--- src/lvds_pkg.sv ---
`default_nettype none

package lvds_pkg;

  localparam int NUM_GROUPS = 4;
  localparam int GROUP_W = $clog2(NUM_GROUPS);

  // 31-bit cell control word, select bits at the top and power-on reset in bit 0.
  typedef logic [30:0] ctrl_word_t;

  localparam int DRV_A_LSB = 17;  // drive strength of the A cell.
  localparam int DRV_B_LSB = 15;  // drive strength of the B cell.
  localparam int DRV_W = 2;
  localparam int POR_BIT = 0;
  localparam int POR_CYCLES = 16;  // cycles the cell reset stays high.
  localparam int POR_W = $clog2(POR_CYCLES);

  // Rx and tx selected, bias powered, current set 01 on both cells.
  localparam ctrl_word_t CTRL_BASE = {4'b1111, 2'b00, 4'b0101, 21'd0};

  typedef logic [1:0] lane_data_t;
  typedef logic [15:0] cnt_t;  // saturating counters.

  // x^7 + x^6 + 1.
  localparam int PRBS_TAP_A = 7;
  localparam int PRBS_TAP_B = 6;
  typedef logic [PRBS_TAP_A-1:0] prbs_t;

  localparam int FILL_CYCLES = 4;  // received cycles before the checker compares.
  localparam int FILL_W = $clog2(FILL_CYCLES + 1);

endpackage

`default_nettype wire

--- src/panel_pkg.sv ---
`default_nettype none

package panel_pkg;

  typedef logic [7:0] mode_t;

  localparam int NUM_DIGITS = 4;
  localparam int DIGIT_W = $clog2(NUM_DIGITS);
  localparam int NIBBLE_W = 4;

  typedef logic [NUM_DIGITS-1:0] digit_sel_t;  // one-hot, active high.
  typedef logic [NIBBLE_W-1:0] nibble_t;

  // Segments g..a in bits 6..0, decimal point in bit 7.
  typedef logic [7:0] seg_t;

  localparam int NUM_BUTTONS = 3;
  localparam int DEBOUNCE_CYCLES = 16;
  localparam int DEBOUNCE_W = $clog2(DEBOUNCE_CYCLES);

  localparam int SCAN_CYCLES = 8;  // cycles each digit stays lit.
  localparam int SCAN_W = $clog2(SCAN_CYCLES);

  typedef enum logic [1:0] {
    IDLE,
    PRESS,
    HELD
  } state_t;

endpackage

`default_nettype wire

--- src/handle_7seg.sv ---
`timescale 1ns/100ps
`default_nettype none

module handle_7seg
  import lvds_pkg::*, panel_pkg::*;
(
  input  wire        clk,
  input  wire        reset,
  input  wire mode_t main_mode,
  input  wire cnt_t  recv_cnt [NUM_GROUPS],
  input  wire cnt_t  err_cnt [NUM_GROUPS],
  output digit_sel_t digit_sel,
  output seg_t       digit
);

  function automatic seg_t hex_to_seg(input nibble_t value);
    seg_t seg;
    case (value)
      4'h0:    seg = 8'h3f;
      4'h1:    seg = 8'h06;
      4'h2:    seg = 8'h5b;
      4'h3:    seg = 8'h4f;
      4'h4:    seg = 8'h66;
      4'h5:    seg = 8'h6d;
      4'h6:    seg = 8'h7d;
      4'h7:    seg = 8'h07;
      4'h8:    seg = 8'h7f;
      4'h9:    seg = 8'h6f;
      4'ha:    seg = 8'h77;
      4'hb:    seg = 8'h7c;
      4'hc:    seg = 8'h39;
      4'hd:    seg = 8'h5e;
      4'he:    seg = 8'h79;
      default: seg = 8'h71;
    endcase
    return seg;
  endfunction

  logic [GROUP_W-1:0] group;
  cnt_t               shown;
  nibble_t            nibble;
  logic [SCAN_W-1:0]  scan_cnt;
  logic [DIGIT_W-1:0] digit_idx;

  // Low mode bits pick the group, the next bit picks errors over words.
  assign group  = main_mode[GROUP_W-1:0];
  assign shown  = main_mode[GROUP_W] ? err_cnt[group] : recv_cnt[group];
  assign nibble = shown[NIBBLE_W*digit_idx +: NIBBLE_W];

  // select and segments load together, so they always belong to one digit.
  always_ff @(posedge clk) begin
    if (reset) begin
      scan_cnt  <= '0;
      digit_idx <= '0;
      digit_sel <= '0;  // dark until the first scan tick.
      digit     <= '0;
    end else if (scan_cnt == SCAN_W'(SCAN_CYCLES - 1)) begin
      scan_cnt  <= '0;
      digit_idx <= digit_idx + 1'b1;
      digit_sel <= digit_sel_t'(1) << digit_idx;
      digit     <= hex_to_seg(nibble);
    end else begin
      scan_cnt <= scan_cnt + 1'b1;
    end
  end

endmodule

`default_nettype wire

--- config.mk ---
export PLATFORM = sky130hd
export DESIGN_NAME = handle_7seg
export DESIGN_NICKNAME = d
export VERILOG_FILES = /design/src/lvds_pkg.sv /design/src/panel_pkg.sv /design/src/handle_7seg.sv
export SDC_FILE = /design/constraint.sdc
export NUM_CORES = 1
export LEC_CHECK = 0
export BUFFER_PORTS_ARGS = -buffer_cell sky130_fd_sc_hd__buf_4
export CORE_MARGIN = 2
export CORE_UTILIZATION = 42
export DETAILED_ROUTE_END_ITERATION = 10
export GPL_ROUTABILITY_DRIVEN = 0
export PLACE_DENSITY = 0.82
export REMOVE_ABC_BUFFERS = 1
export SETUP_SLACK_MARGIN = 0.3
export SLEW_MARGIN = 15
export SYNTH_ARGS = -nofsm -noshare
export SYNTH_HDL_FRONTEND = slang
export SYNTH_SLANG_ARGS = --single-unit
--- constraint.sdc ---
create_clock -name clk -period 3.42 [get_ports clk]
set_clock_uncertainty 0.15 [all_clocks]
set_input_delay 0.171 -clock clk [delete_from_list [all_inputs] [get_ports clk]]
set_output_delay 0.171 -clock clk [all_outputs]
set_load 0.02 [all_outputs]
==> Yosys cells after proc, flatten, opt, wreduce, memory -nomap -nowiden <==
Memory sizes are Yosys's and may differ from the RTL's. A register that Yosys moved wholly into a read port is not among the register bits.
Cells that the tools add are included.
Widths: inputs -> output; s select.
{ "word_totals": {"register_bits": 17, "mem_bits_ro": 112, "in_bits": 138, "out_inout_bits": 12, "word_cells": 20, "memories": 1} }
{ "memory_table": {"columns": ["name", "depth", "word_bits", "rd", "rd_ports_with_merged_regs", "write_ports", "line", "text"], "rows": [
  ["(no name shown)", 16, 7, 1, 1, 0, "handle_7seg.sv:18", "case (value)"]
]} }
{ "op_classes": {"add_sub_neg": 2, "magnitude_cmp": 1, "n_eq_ne": 1, "n_shift": 2, "n_mux": 7, "bitwise_logic": 1, "reduce_logical": 1} }
{ "ops": {"columns": ["op", "count"], "rows": [
  ["$mux 16", 5],
  ["$bmux 16 s2", 2],
  ["$shiftx 16x5->4", 1],
  ["$shl 1x2->4 const A", 1],
  ["$add 3x1->3 const B", 1],
  ["$eq 3x3->1 const B", 1],
  ["$ge 3x3->1 const B", 1],
  ["$not 2->3", 1],
  ["$add 2x1->2 const B", 1],
  ["$reduce_or 2->1", 1]
]} }

==> Depth between registers and ports, before layout <==
Gate-level depths: netlist of the first run.
{ "depth": {"word_depth": 6, "ltp_mapped": 13, "depth_no_buf": 10} }

==> Worst setup path after synthesis of the first run <==
OpenSTA, ideal clock, no wires.
{ "synth_path": {"path_type": "input-to-reg", "startpoint": "input port main_mode[0]", "endpoint": "register digit[1]", "setup_time_ns": 0.068, "t_arrival_ns": 2.743, "required_time_ns": 3.202, "slack_ns": 0.460, "path_stages": 13, "path_buffers": 3, "cell_sequence": "buf_6 -> buf_8 -> buf_4 -> mux4_2 -> mux4_2 -> nand2_1 -> and2_1 -> inv_2 -> ha_1 -> nor3_1 -> a21oi_1 -> a221o_1 -> a21oi_2"} }
{ "synth_between": {"elab_chain_cells": 6} }
{ "synth_rtl": {"columns": ["element", "line", "text"], "rows": [
  ["start, declared", "handle_7seg.sv:9", "input wire mode_t main_mode,"],
  ["$not 2->3 (not written as such) (*)", "handle_7seg.sv:47", "assign shown = main_mode[GROUP_W] ? err_cnt[group] : recv_cnt[group];"],
  ["$bmux 16 s2", "handle_7seg.sv:47", null],
  ["$mux 16 (not written as such) (2 in series)", "handle_7seg.sv:47", null],
  ["$mux 16 (*)", "handle_7seg.sv:47", null],
  ["$shiftx 16x5->4 (*)", "handle_7seg.sv:48", "assign nibble = shown[NIBBLE_W*digit_idx +: NIBBLE_W];"],
  ["end, declared", "handle_7seg.sv:13", "output seg_t digit"]
]} }
Mark *: on every way between the ends. The rest lies on a longest branch, timed or not. The select of a mux whose other input is x is not followed.
A chain may end at the register's enable or synchronous reset.

==> Final worst setup path of the first run <==
Same ends and word-level chain as after synthesis.

==> results of run 1 <==
final cells by class:
type / instances / area (um2) / area share, %
Timing Repair Buffer: 145 / 1089 / 34.50
Clock buffer: 4 / 55.05 / 1.745
Inverter: 7 / 26.28 / 0.8327
Sequential cell: 16 / 320.3 / 10.15
Tap cell: 67 / 83.83 / 2.657
Multi-Input combinational cell: 149 / 1582 / 50.12
sequential cells by signal, indices dropped and copies added, names as in the netlist:
| signal | flops |
|---|---|
| scan_cnt | 3 |
| digit_sel | 4 |
| digit_idx | 2 |
| digit | 7 |
power by group:
part           switching, W  internal (W)
Sequential       0.00000186      0.000190
Combinational      0.000113      0.000194
Clock             0.0000636      0.000102
Total              0.000179      0.000486
cell families after synthesis:
logic type | count (synthesis) | synth area share (%)
mux | 51 | 43.91
simple gates | 53 | 13.15
xor+xnor | 1 | 0.4223
buf+inv | 24 | 8.323
flops | 16 | 15.44
other cells | 1 | 0.1808
compound gates | 30 | 10.74
fa+ha+maj | 13 | 7.841
worst max-delay path, stage by stage:
cell and delay [ns]:
buf_4 0.35, mux4_1 0.61, mux4_2 0.50, mux2i_4 0.25, inv_2 0.10, ha_1 0.24
nor3_1 0.20, a21oi_1 0.07, a221o_1 0.36, a21oi_2 0.11
layer usage:
metal  vias up  part of all wire (%)  global-route usage (%)
li1       1002                     -                       -
met1       999                    36                   24.34
met2        93                    56                   41.87
met3        16                   5.8                   2.846
met4         0                   2.2                   7.143
met5         -                     0                       0
cells in the final DEF (no fill, tap or decap), types with 2 or more instances in the layout:
cell,synthesis,layout
nor3_1,4,4
nand2b_1,2,2
o221ai_1,2,2
o31ai_1,3,3
a21oi_1,5,5
mux2_2,5,5
a22oi_1,3,3
mux2_1,4,4
mux4_1,7,7
nor2_1,15,15
inv_1,5,5
nand2_1,15,15
o22ai_1,3,3
mux4_2,21,21
nor3b_1,3,3
o211ai_1,3,3
dfxtp_1,16,16
ha_1,13,13
nand3b_1,3,3
mux2i_1,13,13
clkbuf_8,0,4
a211o_1,2,2
inv_2,2,2
buf_4,4,145
and2_1,3,3
how the worst max path moves through the flow:
stage	end	slack [ns]	cells after the start
finish	digit[1]	0.47	10
global route	digit[1]	0.33	10
CTS	digit[1]	0.48	10
detailed placement	digit[1]	0.22	10
global placement	digit[1]	0.27	10
floorplan	digit[1]	0.81	8
metrics by stage:
| stage | area (um2) | total power (W) | util [%] | hold WS [ns] |
|---|---|---|---|---|
| after CTS | 3156 | 0.0006684 | 66.37 | 0.02895 |
| after global placement | 3100 | 0.0004941 | 65.21 | 0.2681 |
| after floorplan | 1928 | 0.0003418 | - | 0.08344 |
| after detailed placement | 3100 | 0.0005033 | 65.21 | 0.2663 |
| after global routing | 3156 | 0.0007046 | 66.37 | 0.04916 |
| final | 3156 | 0.0006648 | 66.37 | 0.03668 |
==> impl_metrics.csv, run 1 <==
group,metric,value,unit
final_layout,drive_above_1_share,56.39,%
sta,hold_violations,0,
clock_network,cts_tree,"done",
floorplanning,die_h,74.28,um
yosys,seq_area_frac_synth,15.44,%
setup_path,reg2reg_from,"digit_idx[0]",
global_routing,grt_pass1_wl,9301,um
sta,relSlewSlack,57.78,%
setup_path,rr_worst_depth,9,
setup_path,worstReg2RegEnd,"digit[1]",
sta,max_freq,339.1,MHz
sta,tns,0,ns
setup_path,crit_type,"primary input to flip-flop",
setup_path,start_kind,"primary input",
pwr,cellLeakagePower,1.443,nW
floorplanning,die-width,74.28,um
sta,slew_violations,0,
global_routing,antenna_found_initial,0,
clock_network,clk_pin_slew,0.06,ns
sta,period_minus_slack,2.949,ns
yosys,yosys.area.top_type,"mux4_2",
routing,drcViolationCount,0,
yosys,synth_area,2074,um2
run,cap_violations,0,
yosys,synthTopCellsByCount,"mux4_2 (21), dfxtp_1 (16), nand2_1 (15), nor2_1 (15)",
clock_network,post_cts_buffers,0,
yosys,ys_ff_latch,16,
floorplanning,coreArea,4755,um2
final_layout,nets,473,
floorplanning,num_rows,25,
clock_network,clockBufferDepth,2,
floorplanning,start_util,43.63,%
sta,setup_viol,0,
floorplanning,dieArea,5518,um2
yosys,yosysUniqueCellTypes,49,
global_routing,grt_max_degree,33,
worst_hold_path,whs_endpoint,"digit[1]",
final_layout,fillCellCount,400,
yosys,async_flop_share,0,%
place,dpl.hpwl,5200,um
clock_network,htree_levels,1,
setup_path,crit_path_max_fanout,32,
place,io_buffer_count,143,
routing,firstDrtPassIters,4,
yosys,yosys.area.top_type_share,22.80,%
setup_path,reg2reg_slack,0.64,ns
setup_path,crit_arrival,2.99,ns
worst_hold_path,min_path_type,"primary input to flip-flop",
yosys,synthFlopType,"dfxtp_1",
clock_network,clock-sinks,16,
place,place_inst,384,
sta,rsz0062_at_grt,"no",
clock_network,cts_inserted_buffers,3,
sta,fin_ws,0.4708,ns
routing,antenna_left,0,
worst_hold_path,min_from,"reset",
final_layout,syn_to_final_growth,52.11,%
floorplanning,io_pins,150,
yosys,synth.most_common_cell,"mux4_2",
routing,wl_per_cell,15.73,um
worst_hold_path,hold_depth,2,
sta,worst_pin_slew,0.6280,ns
global_routing,globalRouteOverflowTotal,0,
setup_path,required,3.46,ns
yosys,ys_warn_count,0,
routing,drt-total-wl,6104,um
setup_path,cp-startpoint,"main_mode[0]",
yosys,synth_cells,189,
clock_network,cts-root-buf,"clkbuf_8",
routing,drt_iter0_drc,81,
setup_path,cp-end-kind,"flip-flop",
clock_network,cts_resized,0,
sta,period_share,86.23,%
place,place_ws,0.2209,ns
routing,vias_per_cell,5.438,
pwr,power_density,210.7,nW/um2
yosys,synth.area.top_cells,"mux4_2 (23%), dfxtp_1 (15%), mux4_1 (8.9%), ha_1 (7.8%), mux2i_1 (6.3%)",
pwr,ir_drop,0.0001342,V
final_layout,n_antenna_cell,0,
global_routing,track_usage,21.66,%
final_layout,final_cell_count_no_fill,388,
yosys,avgSynthCellArea,10.98,um2
run_status,outcome,"finished, final reports clean",
yosys,synth-edff-count,0,
clock_network,cts_hold_buf,0,
routing,vias,2110,
clock_network,clkLatencyLatePin,0.25,ns
global_routing,grt_pass1_vias,2133,
Power figures use the tool's default switching activity.
==> run 2, diff against run 1 <==
==> constraint.sdc (replaced) <==
create_clock -name clk -period 3.42 [get_ports clk]
set_clock_uncertainty 0.15 [all_clocks]
set_input_delay 0.684 -clock clk [delete_from_list [all_inputs] [get_ports clk]]
set_output_delay 0.684 -clock clk [all_outputs]
set_load 0.02 [all_outputs]
==> run 2 against run 1 <==
  * Register-to-register slack improved by 0.14 ns
  * Maximum frequency fell by 4.0%
  * Routed wire length fell by 0.36%
  * Global-route usage rose by 0.69 points
  * Core utilization rose by 1.2 points
  * Clock power barely moved
  * Sequential share of layout area fell by 0.19 points
  * Count of clock-buffer cells in the layout did not move
  * Worst hold slack improved by 0.26 ns
  * Non-clock buffer count rose by 5
  * Die area did not move
  * Combinational power rose by 4%
==> impl_metrics.csv, run 2 (synthesis results as in run 1) <==
group,metric,value,unit
run_status,outcome,"finished, final reports clean",
place,place_inst,389,
pwr,seqPwrFrac,28.3,%
worst_hold_path,hold_depth,1,
run,cap_violations,0,
floorplanning,dieArea,5518,um2
final_layout,syn_to_final_growth,54.95,%
final_layout,final_cell_mix,"buf_4 (148), mux4_2 (21), dfxtp_1 (16)",
routing,drt-total-wl,6082,um
final_layout,largest_reg_flops,7,
global_routing,grtUsageMet2,41.77,%
global_routing,busiest_layer,"met2",
sta,whs,0.2963,ns
setup_path,rr_worst_depth,7,
final_layout,nets,478,
floorplanning,io_pins,150,
pwr,ir_drop,0.0001309,V
setup_path,cp-startpoint,"main_mode[0]",
pwr,p_switching,0.0001818,W
global_routing,globalRouteOverflowTotal,0,
clock_network,cts-root-buf,"clkbuf_8",
sta,max_freq,325.6,MHz
sta,hold_violations,0,
final_layout,n_antenna_cell,0,
routing,drcViolationCount,0,
floorplanning,die_h,74.28,um
setup_path,crit_path_max_fanout,17,
setup_path,start_kind,"primary input",
setup_path,required,3.46,ns
sta,period_minus_slack,3.071,ns
sta,setup_viol,0,
setup_path,crit_arrival,3.11,ns
global_routing,grt_pass1_wl,9632,um
final_layout,drive_above_1_share,57.36,%
clock_network,clkLatencyLatePin,0.25,ns
routing,vias_per_cell,5.374,
global_routing,grtUsageMet1,26.85,%
routing,firstDrtPassIters,4,
global_routing,antenna_found_initial,0,
pwr,p_clk_share,24.7,%
setup_path,crit_end,"digit[1]",
setup_path,worstReg2RegEnd,"digit[5]",
sta,rsz0062_at_grt,"yes",
floorplanning,num_rows,25,
final_layout,final_common_cell,"buf_4",
place,io_buffer_count,143,
clock_network,post_cts_buffers,0,
place,dpl.hpwl,5169,um
global_routing,grt_max_degree,30,
routing,antenna_left,0,
clock_network,cts_inserted_buffers,3,
sta,period_share,89.80,%
pwr,power_density,211.3,nW/um2
routing,drt_iter0_drc,102,
global_routing,use_met3,2.710,%
setup_path,crit_type,"primary input to flip-flop",
global_routing,grt_pass1_vias,2105,
clock_network,htree_levels,1,
routing,wl_per_cell,15.48,um
final_layout,post-route-util,67.61,%
sta,worst_pin_slew,0.6863,ns
sta,slew_violations,0,
final_layout,layout_top_registers,"digit (7), digit_sel (4), scan_cnt (3)",
clock_network,cts_resized,2,
setup_path,reg2reg_from,"digit_idx[0]",
clock_network,cts_hold_buf,0,
pwr,pwr-share-comb,47.0,%
setup_path,cp-end-kind,"flip-flop",
clock_network,clk_pin_slew,0.06,ns
final_layout,largest-register,"digit",
pwr,power,0.0006791,W
routing,vias,2112,
pwr,switching_share,26.77,%
sta,relSlewSlack,53.85,%
pwr,cellLeakagePower,1.475,nW
floorplanning,coreArea,4755,um2
floorplanning,die-width,74.28,um
global_routing,track_usage,22.35,%
clock_network,cts_tree,"done",
final_layout,final_cell_count_no_fill,393,
clock_network,clock-sinks,16,
pwr,p_int,0.0004973,W
setup_path,reg2reg_slack,0.78,ns
clock_network,clockBufferDepth,2,
floorplanning,start_util,43.63,%
worst_hold_path,min_path_type,"flip-flop to flip-flop",
-- run 2: changes by cell type in the layout (fill, tap and decap cells not counted), sizes merged --
cell,previous run,this run
buf,145,150
-- run 2: worst min-delay path by stage --
stage,from,endpoint,slack [ns]
after floorplan,scan_cnt[0],scan_cnt[0],0.25
after global placement,scan_cnt[0],scan_cnt[0],0.27
after detailed placement,scan_cnt[0],scan_cnt[0],0.29
after CTS,scan_cnt[0],scan_cnt[0],0.30
after global routing,scan_cnt[0],scan_cnt[0],0.32
final,scan_cnt[0],scan_cnt[0],0.30
-- run 2: layout make-up --
type,instances,area [um2]
Multi-Input combinational cell,149,1587
Tap cell,67,83.83
Sequential cell,16,320.3
Inverter,7,26.28
Clock buffer,4,55.05
Fill cell,406,1540
Timing Repair Buffer,150,1142
-- run 2: power by group through the flow --
stage               clock, W  sequential [W]  combinational, W
finish              0.000168        0.000192          0.000319
global route        0.000180        0.000192          0.000347
CTS                 0.000170        0.000192          0.000319
detailed placement         0        0.000196          0.000318
global placement           0        0.000196          0.000308
floorplan                  0        0.000197          0.000145
-- run 2: layer usage --
metal	wire length [um]	up-vias
met1	2230	1008
met5	0	-
met4	102	0
li1	-	1011
met2	3428	81
met3	321	12
-- run 2: metrics by stage --
stage	worst slack, ns	setup TNS [ns]	cell area (um2)
floorplan	0.3185	0	1928
global placement	-0.04511	-0.04511	3138
detailed placement	-0.06669	-0.06669	3138
CTS	0.3086	0	3201
global route	0.2226	0	3214
finish	0.3489	0	3214
-- run 2: critical path, cell delays in order --
cell	delay, ns
buf_12	0.14
mux4_1	0.57
mux4_2	0.50
mux2i_4	0.18
inv_2	0.06
ha_1	0.24
nor3_2	0.19
a21oi_1	0.06
a221o_1	0.37
a21oi_2	0.11
